`src/miner_cfg.svh`:
```
`ifndef MINER_CFG_SVH
`define MINER_CFG_SVH

// search stages in the chain
`define MINER_NUM_CORES 4

`define MINER_BROADCAST_CNT 16 // cycles per block
`define MINER_ROUND_CNT 4      // hash rounds = core latency

// h0, h1, h2 and the target
`define MINER_HDR_WORDS 4

`endif

```
`src/minerPkg.sv`:
```
`include "miner_cfg.svh"

package minerPkg;

	typedef logic [31:0] word_t; // header or hash word
	typedef logic [31:0] nonce_t;

	typedef logic [`MINER_NUM_CORES-1:0] hitVec_t; // one bit per core

	// broadcast cycle count
	typedef logic [$clog2(`MINER_BROADCAST_CNT + 1)-1:0] base_t;

	typedef enum logic [1:0] {
		IDLE,
		LOAD,
		BROADCAST
	} blkState_e;

	typedef enum logic [1:0] {
		WAIT,
		SEARCH,
		DONE
	} decState_e;

	localparam word_t MIX_CONST = 32'h9E3779B9; // added once per round

endpackage

```
`src/blockStorage.sv`:
```
`timescale 1ns/100ps
`include "miner_cfg.svh"

module blockStorage (
	input  logic            clk,
	input  logic            arstN_i,
	input  minerPkg::word_t blkWord_i,
	input  logic            blkWordValid_i,
	output logic            bcValid_o,
	output logic            bcNewBlock_o,
	output minerPkg::base_t bcBase_o,
	output minerPkg::word_t bcHdr0_o,
	output minerPkg::word_t bcHdr1_o,
	output minerPkg::word_t bcHdr2_o,
	output minerPkg::word_t bcTarget_o
);

	localparam int WCNT_W = $clog2(`MINER_HDR_WORDS);

	minerPkg::blkState_e state;
	logic [WCNT_W-1:0] wordCnt;
	minerPkg::word_t hdrQ [`MINER_HDR_WORDS-1]; // data words while loading
	logic wordTake;
	logic lastWord;

	assign wordTake = blkWordValid_i && (state != minerPkg::BROADCAST); // ignored while broadcasting
	assign lastWord = wordTake && (wordCnt == WCNT_W'(`MINER_HDR_WORDS - 1));

	always_ff @(posedge clk or negedge arstN_i) begin
		if (!arstN_i) begin
			state <= minerPkg::IDLE;
			wordCnt <= '0;
			bcBase_o <= '0;
		end else begin
			case (state)
				minerPkg::IDLE: if (wordTake) begin
					wordCnt <= wordCnt + 1'b1;
					state <= minerPkg::LOAD;
				end
				minerPkg::LOAD: if (lastWord) begin
					wordCnt <= '0;
					state <= minerPkg::BROADCAST;
				end else if (wordTake) begin
					wordCnt <= wordCnt + 1'b1;
				end
				minerPkg::BROADCAST: if (bcBase_o == minerPkg::base_t'(`MINER_BROADCAST_CNT - 1)) begin
					bcBase_o <= '0;
					state <= minerPkg::IDLE;
				end else begin
					bcBase_o <= bcBase_o + 1'b1;
				end
				default: state <= minerPkg::IDLE;
			endcase
		end
	end

	// outputs only change on the target strobe, so they hold while the chain drains
	always_ff @(posedge clk) begin
		if (lastWord) begin
			bcHdr0_o <= hdrQ[0];
			bcHdr1_o <= hdrQ[1];
			bcHdr2_o <= hdrQ[2];
			bcTarget_o <= blkWord_i;
		end else if (wordTake) begin
			hdrQ[wordCnt] <= blkWord_i;
		end
	end

	assign bcValid_o = (state == minerPkg::BROADCAST);
	assign bcNewBlock_o = bcValid_o && (bcBase_o == '0); // first broadcast cycle

endmodule

```
`src/hashCore.sv`:
```
`timescale 1ns/100ps
`include "miner_cfg.svh"

module hashCore (
	input  logic             clk,
	input  logic             arstN_i,
	input  minerPkg::nonce_t nonce_i,
	input  minerPkg::word_t  hdr0_i,
	input  minerPkg::word_t  hdr1_i,
	input  minerPkg::word_t  hdr2_i,
	input  minerPkg::word_t  target_i,
	input  logic             valid_i,
	output logic             hit_o
);

	localparam int RND = `MINER_ROUND_CNT;

	minerPkg::word_t stQ [RND]; // one register per round
	logic [RND-1:0] vldQ;
	minerPkg::word_t hdr [3];

	function automatic minerPkg::word_t mixRound(input minerPkg::word_t s,
	                                             input minerPkg::word_t h);
		minerPkg::word_t x;
		x = s ^ h;
		return {x[24:0], x[31:25]} + minerPkg::MIX_CONST; // rotl 7, then add
	endfunction

	assign hdr[0] = hdr0_i;
	assign hdr[1] = hdr1_i;
	assign hdr[2] = hdr2_i;

	always_ff @(posedge clk or negedge arstN_i) begin
		if (!arstN_i)
			vldQ <= '0;
		else
			vldQ <= (vldQ << 1) | RND'(valid_i);
	end

	always_ff @(posedge clk) begin
		stQ[0] <= mixRound(nonce_i, hdr[0]); // state starts as the nonce
		for (int r = 1; r < RND; r++)
			stQ[r] <= mixRound(stQ[r-1], hdr[r % 3]);
	end

	assign hit_o = vldQ[RND-1] && (stQ[RND-1] < target_i); // unsigned compare

endmodule

```
`src/latticeBlock.sv`:
```
`timescale 1ns/100ps
`include "miner_cfg.svh"

module latticeBlock #(
	parameter int INDEX = 0
) (
	input  logic              clk,
	input  logic              arstN_i,
	input  logic              bcValid_i,
	input  logic              bcNewBlock_i,
	input  minerPkg::base_t   bcBase_i,
	input  minerPkg::word_t   bcHdr0_i,
	input  minerPkg::word_t   bcHdr1_i,
	input  minerPkg::word_t   bcHdr2_i,
	input  minerPkg::word_t   bcTarget_i,
	output logic              bcValid_o,
	output logic              bcNewBlock_o,
	output minerPkg::base_t   bcBase_o,
	output minerPkg::word_t   bcHdr0_o,
	output minerPkg::word_t   bcHdr1_o,
	output minerPkg::word_t   bcHdr2_o,
	output minerPkg::word_t   bcTarget_o,
	input  minerPkg::hitVec_t hits_i,
	input  logic              hitsValid_i,
	input  logic              hitsNewBlock_i,
	output minerPkg::hitVec_t hits_o,
	output logic              hitsValid_o,
	output logic              hitsNewBlock_o
);

	localparam int RND = `MINER_ROUND_CNT;

	minerPkg::nonce_t nonce;
	logic coreHit;
	logic [RND-1:0] vldDly; // matches the core latency
	logic [RND-1:0] nbDly;

	assign nonce = minerPkg::nonce_t'(bcBase_i) * minerPkg::nonce_t'(`MINER_NUM_CORES)
		+ minerPkg::nonce_t'(INDEX);

	hashCore core_i (
		.clk,
		.arstN_i,
		.nonce_i(nonce),
		.hdr0_i(bcHdr0_i),
		.hdr1_i(bcHdr1_i),
		.hdr2_i(bcHdr2_i),
		.target_i(bcTarget_i),
		.valid_i(bcValid_i),
		.hit_o(coreHit)
	);

	always_ff @(posedge clk or negedge arstN_i) begin
		if (!arstN_i) begin
			bcValid_o <= 1'b0;
			bcNewBlock_o <= 1'b0;
			vldDly <= '0;
			nbDly <= '0;
			hitsValid_o <= 1'b0;
			hitsNewBlock_o <= 1'b0;
		end else begin
			bcValid_o <= bcValid_i;
			bcNewBlock_o <= bcNewBlock_i;
			vldDly <= (vldDly << 1) | RND'(bcValid_i);
			nbDly <= (nbDly << 1) | RND'(bcNewBlock_i);
			// the first stage has no upstream qualifiers
			hitsValid_o <= (INDEX == 0) ? vldDly[RND-1] : hitsValid_i;
			hitsNewBlock_o <= (INDEX == 0) ? nbDly[RND-1] : hitsNewBlock_i;
		end
	end

	always_ff @(posedge clk) begin
		bcBase_o <= bcBase_i;
		bcHdr0_o <= bcHdr0_i;
		bcHdr1_o <= bcHdr1_i;
		bcHdr2_o <= bcHdr2_i;
		bcTarget_o <= bcTarget_i;
		hits_o <= hits_i | (minerPkg::hitVec_t'(coreHit) << INDEX); // own bit joins the vector
	end

endmodule

```
`src/nonceDecoder.sv`:
```
`timescale 1ns/100ps
`include "miner_cfg.svh"

module nonceDecoder (
	input  logic              clk,
	input  logic              arstN_i,
	input  logic              valid_i,
	input  logic              newBlock_i,
	input  minerPkg::hitVec_t hits_i,
	output logic              valid_o,
	output logic              success_o,
	output minerPkg::nonce_t  nonce_o
);

	localparam int NC = `MINER_NUM_CORES;
	localparam int K_W = (NC > 1) ? $clog2(NC) : 1;

	minerPkg::decState_e state;
	minerPkg::base_t cnt;
	minerPkg::base_t curCnt;
	logic [K_W-1:0] firstHit;
	logic anyHit;
	logic active;
	logic lastCycle;

	// lowest core index wins
	always_comb begin
		firstHit = '0;
		for (int k = NC - 1; k >= 0; k--)
			if (hits_i[k])
				firstHit = K_W'(k);
	end

	assign anyHit = |hits_i;
	assign curCnt = newBlock_i ? '0 : cnt; // new block restarts the count
	assign active = valid_i && (newBlock_i || (state == minerPkg::SEARCH));
	assign lastCycle = (curCnt == minerPkg::base_t'(`MINER_BROADCAST_CNT - 1));

	always_ff @(posedge clk or negedge arstN_i) begin
		if (!arstN_i) begin
			state <= minerPkg::WAIT;
			cnt <= '0;
			valid_o <= 1'b0;
		end else begin
			valid_o <= 1'b0;
			if (active) begin
				if (anyHit || lastCycle) begin
					valid_o <= 1'b1; // one result per block
					state <= minerPkg::DONE;
				end else begin
					cnt <= curCnt + 1'b1;
					state <= minerPkg::SEARCH;
				end
			end
		end
	end

	always_ff @(posedge clk) begin
		if (active) begin
			success_o <= anyHit;
			nonce_o <= anyHit ? minerPkg::nonce_t'(curCnt) * minerPkg::nonce_t'(NC)
				+ minerPkg::nonce_t'(firstHit) : '0;
		end
	end

endmodule

```
`src/nonceBuffer.sv`:
```
`timescale 1ns/100ps

module nonceBuffer (
	input  logic             clk,
	input  logic             arstN_i,
	input  logic             valid_i,
	input  logic             success_i,
	input  minerPkg::nonce_t nonce_i,
	input  logic             readReady_i,
	output logic             resultValid_o,
	output logic             success_o,
	output minerPkg::nonce_t nonce_o,
	output logic             error_o
);

	always_ff @(posedge clk or negedge arstN_i) begin
		if (!arstN_i) begin
			resultValid_o <= 1'b0;
			error_o <= 1'b0;
		end else begin
			if (valid_i)
				resultValid_o <= 1'b1;
			else if (readReady_i)
				resultValid_o <= 1'b0;

			if (valid_i && resultValid_o && !readReady_i)
				error_o <= 1'b1; // unread result was overwritten
			else if (readReady_i)
				error_o <= 1'b0;
		end
	end

	// newest result always wins
	always_ff @(posedge clk) begin
		if (valid_i) begin
			success_o <= success_i;
			nonce_o <= nonce_i;
		end
	end

endmodule

```
`src/bcMiner.sv`:
```
`timescale 1ns/100ps
`include "miner_cfg.svh"

module bcMiner (
	input  logic             clk,
	input  logic             arstN_i,
	input  minerPkg::word_t  blkWord_i,
	input  logic             blkWordValid_i,
	input  logic             readReady_i,
	output logic             resultValid_o,
	output logic             success_o,
	output minerPkg::nonce_t nonce_o,
	output logic             error_o
);

	localparam int NC = `MINER_NUM_CORES;

	// entry i feeds stage i, entry NC leaves the last stage
	logic bcValid [NC+1];
	logic bcNewBlock [NC+1];
	minerPkg::base_t bcBase [NC+1];
	minerPkg::word_t bcHdr0 [NC+1];
	minerPkg::word_t bcHdr1 [NC+1];
	minerPkg::word_t bcHdr2 [NC+1];
	minerPkg::word_t bcTarget [NC+1];
	minerPkg::hitVec_t hits [NC+1];
	logic hitsValid [NC+1];
	logic hitsNewBlock [NC+1];

	logic decValid;
	logic decSuccess;
	minerPkg::nonce_t decNonce;

	blockStorage bs_i (
		.clk,
		.arstN_i,
		.blkWord_i,
		.blkWordValid_i,
		.bcValid_o(bcValid[0]),
		.bcNewBlock_o(bcNewBlock[0]),
		.bcBase_o(bcBase[0]),
		.bcHdr0_o(bcHdr0[0]),
		.bcHdr1_o(bcHdr1[0]),
		.bcHdr2_o(bcHdr2[0]),
		.bcTarget_o(bcTarget[0])
	);

	assign hits[0] = '0; // empty vector into the chain
	assign hitsValid[0] = 1'b0;
	assign hitsNewBlock[0] = 1'b0;

	for (genvar i = 0; i < NC; i++) begin : genChain
		latticeBlock #(.INDEX(i)) lblock_i (
			.clk,
			.arstN_i,
			.bcValid_i(bcValid[i]),
			.bcNewBlock_i(bcNewBlock[i]),
			.bcBase_i(bcBase[i]),
			.bcHdr0_i(bcHdr0[i]),
			.bcHdr1_i(bcHdr1[i]),
			.bcHdr2_i(bcHdr2[i]),
			.bcTarget_i(bcTarget[i]),
			.bcValid_o(bcValid[i+1]),
			.bcNewBlock_o(bcNewBlock[i+1]),
			.bcBase_o(bcBase[i+1]),
			.bcHdr0_o(bcHdr0[i+1]),
			.bcHdr1_o(bcHdr1[i+1]),
			.bcHdr2_o(bcHdr2[i+1]),
			.bcTarget_o(bcTarget[i+1]),
			.hits_i(hits[i]),
			.hitsValid_i(hitsValid[i]),
			.hitsNewBlock_i(hitsNewBlock[i]),
			.hits_o(hits[i+1]),
			.hitsValid_o(hitsValid[i+1]),
			.hitsNewBlock_o(hitsNewBlock[i+1])
		);
	end

	nonceDecoder ndecode_i (
		.clk,
		.arstN_i,
		.valid_i(hitsValid[NC]),
		.newBlock_i(hitsNewBlock[NC]),
		.hits_i(hits[NC]),
		.valid_o(decValid),
		.success_o(decSuccess),
		.nonce_o(decNonce)
	);

	nonceBuffer nbuffer_i (
		.clk,
		.arstN_i,
		.valid_i(decValid),
		.success_i(decSuccess),
		.nonce_i(decNonce),
		.readReady_i,
		.resultValid_o,
		.success_o,
		.nonce_o,
		.error_o
	);

endmodule

```
`config.mk`:
```
export PLATFORM = sky130hd
export DESIGN_NAME = bcMiner
export DESIGN_NICKNAME = d
export VERILOG_FILES = /design/src/minerPkg.sv /design/src/blockStorage.sv /design/src/hashCore.sv /design/src/latticeBlock.sv /design/src/nonceDecoder.sv /design/src/nonceBuffer.sv /design/src/bcMiner.sv
export VERILOG_INCLUDE_DIRS = /design/src
export SDC_FILE = /design/constraint.sdc
export NUM_CORES = 2
export LEC_CHECK = 0
export CORE_ASPECT_RATIO = 1.25
export CORE_MARGIN = 3
export CORE_UTILIZATION = 60
export CTS_BUF_LIST = sky130_fd_sc_hd__clkbuf_4 sky130_fd_sc_hd__clkbuf_8
export DETAILED_ROUTE_END_ITERATION = 6
export DONT_BUFFER_PORTS = 1
export GPL_TIMING_DRIVEN = 0
export PLACE_DENSITY = 0.78
export REMOVE_ABC_BUFFERS = 1
export SKIP_CTS_REPAIR_TIMING = 1
export SYNTH_ARGS = -nofsm -noshare
export SYNTH_HDL_FRONTEND = slang
export SYNTH_SLANG_ARGS = --single-unit
```
`constraint.sdc`:
```
create_clock -name clk -period 9.9 [get_ports clk]
set_clock_uncertainty 0.15 [all_clocks]
set_input_delay 1.98 -clock clk [delete_from_list [all_inputs] [get_ports clk]]
set_output_delay 1.98 -clock clk [all_outputs]
set_load 0.1 [all_outputs]
```
==> out/qor.yml <==
status: "completed"
end_kind: "output pin"
drt_wl_total_mm: 107
first_iter_violations: 1536
synth_top_area_share_pct: 42.0
start_util_pct: 60.7
synth_commonest_cells: "dfxtp_1, xnor2_1, xor2_1"
power_mw: 17.2
setup_viol: 0
route.detailed.drc: 0
vdd_drop_max_mv: 0.198
dp_hpwl_mm: 85.2
h-tree-depth: 4
crit_type: "flop to output pin"
worst_slew_pin_slew_ps: 1280
power.net_switching_mw: 6.16
grt_max_degree: 77
fmax_mhz: 255
postRouteAntennaNets: 0
synth_edf_count: 240
fin_tns_setup_ps: 0
synth.yosys.seq_area_share_pct: 60.5
fin_nets: 3962
final_util_pct: 67.2
synthMostInstantiatedCell: "dfxtp_1"
switching_share_pct: 35.7
clk_latency_ps: 830
overflow: 0
cts-buffers-inserted: 165
ys_async_sr_fraction_pct: 2.93
min_path_type: "flop to flop"
cts_tree: "done"
chipHeight_um: 308
gp_congestion: 0.971
p_int_mw: 11.1
slew_headroom_pct: 14.1
die-area_um2: 76400
synth_area_leader_cell: "dfxtp_1"
synth_cell_type_count: 81
arrival_ps: 1790
hold_viol: 0
rows: 110
stdcell_count: 4881
grt_antenna_before_repair: 5
synth_area_um2: 43900
final_max_slew_viol_count: 0
post-route-min-period_ps: 3920
wire_per_inst_um: 21.8
grt_pass1_vias: 26100
io_pins: 71
synth_flop_cell: "dfxtp_1"
yosys_warnings: 0
area_growth_syn_to_layout_pct: 10.8
rsz0062_at_grt: "false"
period_share_pct: 39.6
pwr-share-clk_pct: 23.5
viasPerCell: 5.29
clk_pin_slew_worst_paths_ps: 60
synth_cells: 3632
critPathRequiredTime_ps: 7770
maxCapViolations: 0
p_seq_share_pct: 42.9
power_density_nw_per_um2: 355
clock_path_buffers: 3
synth_seq_cells: 1196
nFillCells: 5250
path_max_fanout: 1
core_region_area_um2: 72300
combPwrFrac_pct: 33.7
io_buffers: 0
cts_sinks: 1196
via_count: 25800
dr.pass1.iters: 5
drive_gt1_share_pct: 8.96
cts_root_buffer: "clkbuf_8"
dpl.cell_count: 4563
leakage_nw: 19.7
start_kind: "flop"
avgSynthCellArea_um2: 12.1
die_w_um: 248
grt_pass1_wl_mm: 154
synth_area_leaders: "dfxtp_1, edfxtp_1, xnor2_1, xor2_1, ha_1"
track_usage_pct: 28.2
metrics by stage:
step / hold slack (ps) / cell area, um2 / setup WS [ps]
finish: 175 / 48600 / 5980
global route: 186 / 48600 / 5900
CTS: 174 / 48600 / 5900
detailed placement: 162 / 44900 / 6190
global placement: 162 / 44900 / 3050
floorplan: 160 / 43700 / 4290
worst paths after layout:
| kind | slack, ps | end | startpoint | cells after the start |
|---|---|---|---|---|
| worst max-delay path | 5980 | nonce_o[1] | nbuffer_i.nonce_o[1] | 0 |
| worst min-delay path | 170 | genChain[2].lblock_i.hits_o[1] | genChain[1].lblock_i.hits_o[1] | 0 |
| worst max register to register | 6510 | genChain[1].lblock_i.core_i.stQ[0][28] | genChain[0].lblock_i.bcHdr0_o[6] | 7 |
| worst min register to register | 170 | genChain[2].lblock_i.hits_o[1] | genChain[1].lblock_i.hits_o[1] | 0 |
| max in group asynchronous | 8790 | genChain[3].lblock_i.core_i.vldQ[2] | arstN_i | 0 |
| min in group asynchronous | 700 | genChain[2].lblock_i.core_i.vldQ[0] | arstN_i | 0 |
power by group through the flow:
stage / sequential, mW / combinational, mW / clock (mW)
5_1_grt: 7.50 / 6.34 / 4.31
3_3_place_gp: 7.46 / 5.67 / 0
4_1_cts: 7.38 / 5.83 / 4.09
6_report: 7.39 / 5.80 / 4.05
2_1_floorplan: 7.14 / 4.27 / 0
3_5_place_dp: 7.48 / 5.79 / 0
layer usage:
layer	track usage, %	routed length (um)	vias to the layer above
met5	0	0	-
met4	23.8	10300	0
met3	5.08	4030	324
met2	48.6	52700	697
met1	29.8	39500	12300
li1	-	-	12500
logic make-up after synthesis:
kind of cell,after synthesis,share of synthesized area [%]
buffers and inverters,217,2.09
other,1,0.00855
muxes,2,0.0513
AOI/OAI and AO/OA,454,7.09
and+or+nand+nor,699,7.70
DFF,1196,60.5
xor gates and xnor gates,915,18.4
adders and majority gates,148,4.22
placed cells by master, fill, tap and decap left out, types with 43 or more instances in the layout:
cell and instances:
nor3_1 43, clkbuf_8 201, nand3_1 56, edfxtp_1 240
xnor2_1 528, nor2_1 193, a21o_1 58, nand2_1 198
inv_1 171, dfxtp_1 921, ha_1 148, clkbuf_4 47
xor2_1 381, o21ai_0 80, a21oi_1 121
final cells by class:
type / count / area [um2] / share of cell area, %
clock inverters: 57 / 527 / 1.08
well taps: 952 / 1190 / 2.45
diodes: 13 / 32.5 / 0.0670
clock buffers: 248 / 3120 / 6.42
inverters: 171 / 642 / 1.32
flip-flops and latches: 1196 / 26500 / 54.6
repair buffers: 1 / 27.5 / 0.0567
multi-input cells: 2243 / 16500 / 34.0
sequential cells by signal, summed over array words and instances, names as in the netlist, 4 cells and up:
register	count
bs_i.hdrQ	96
genChain.lblock_i.nbDly	4
genChain.lblock_i.bcBase_o	15
nbuffer_i.nonce_o	7
genChain.lblock_i.hits_o	10
bs_i.bcHdr0_o	32
genChain.lblock_i.hitsNewBlock_o	4
bs_i.bcHdr2_o	32
genChain.lblock_i.bcHdr0_o	96
bs_i.bcBase_o	5
genChain.lblock_i.core_i.vldQ	5
bs_i.bcTarget_o	32
genChain.lblock_i.core_i.stQ	512
bs_i.bcHdr1_o	32
genChain.lblock_i.bcTarget_o	96
ndecode_i.cnt	5
genChain.lblock_i.bcHdr2_o	96
ndecode_i.nonce_o	7
genChain.lblock_i.bcHdr1_o	96
Note: power is estimated with default switching activity, not from simulation.
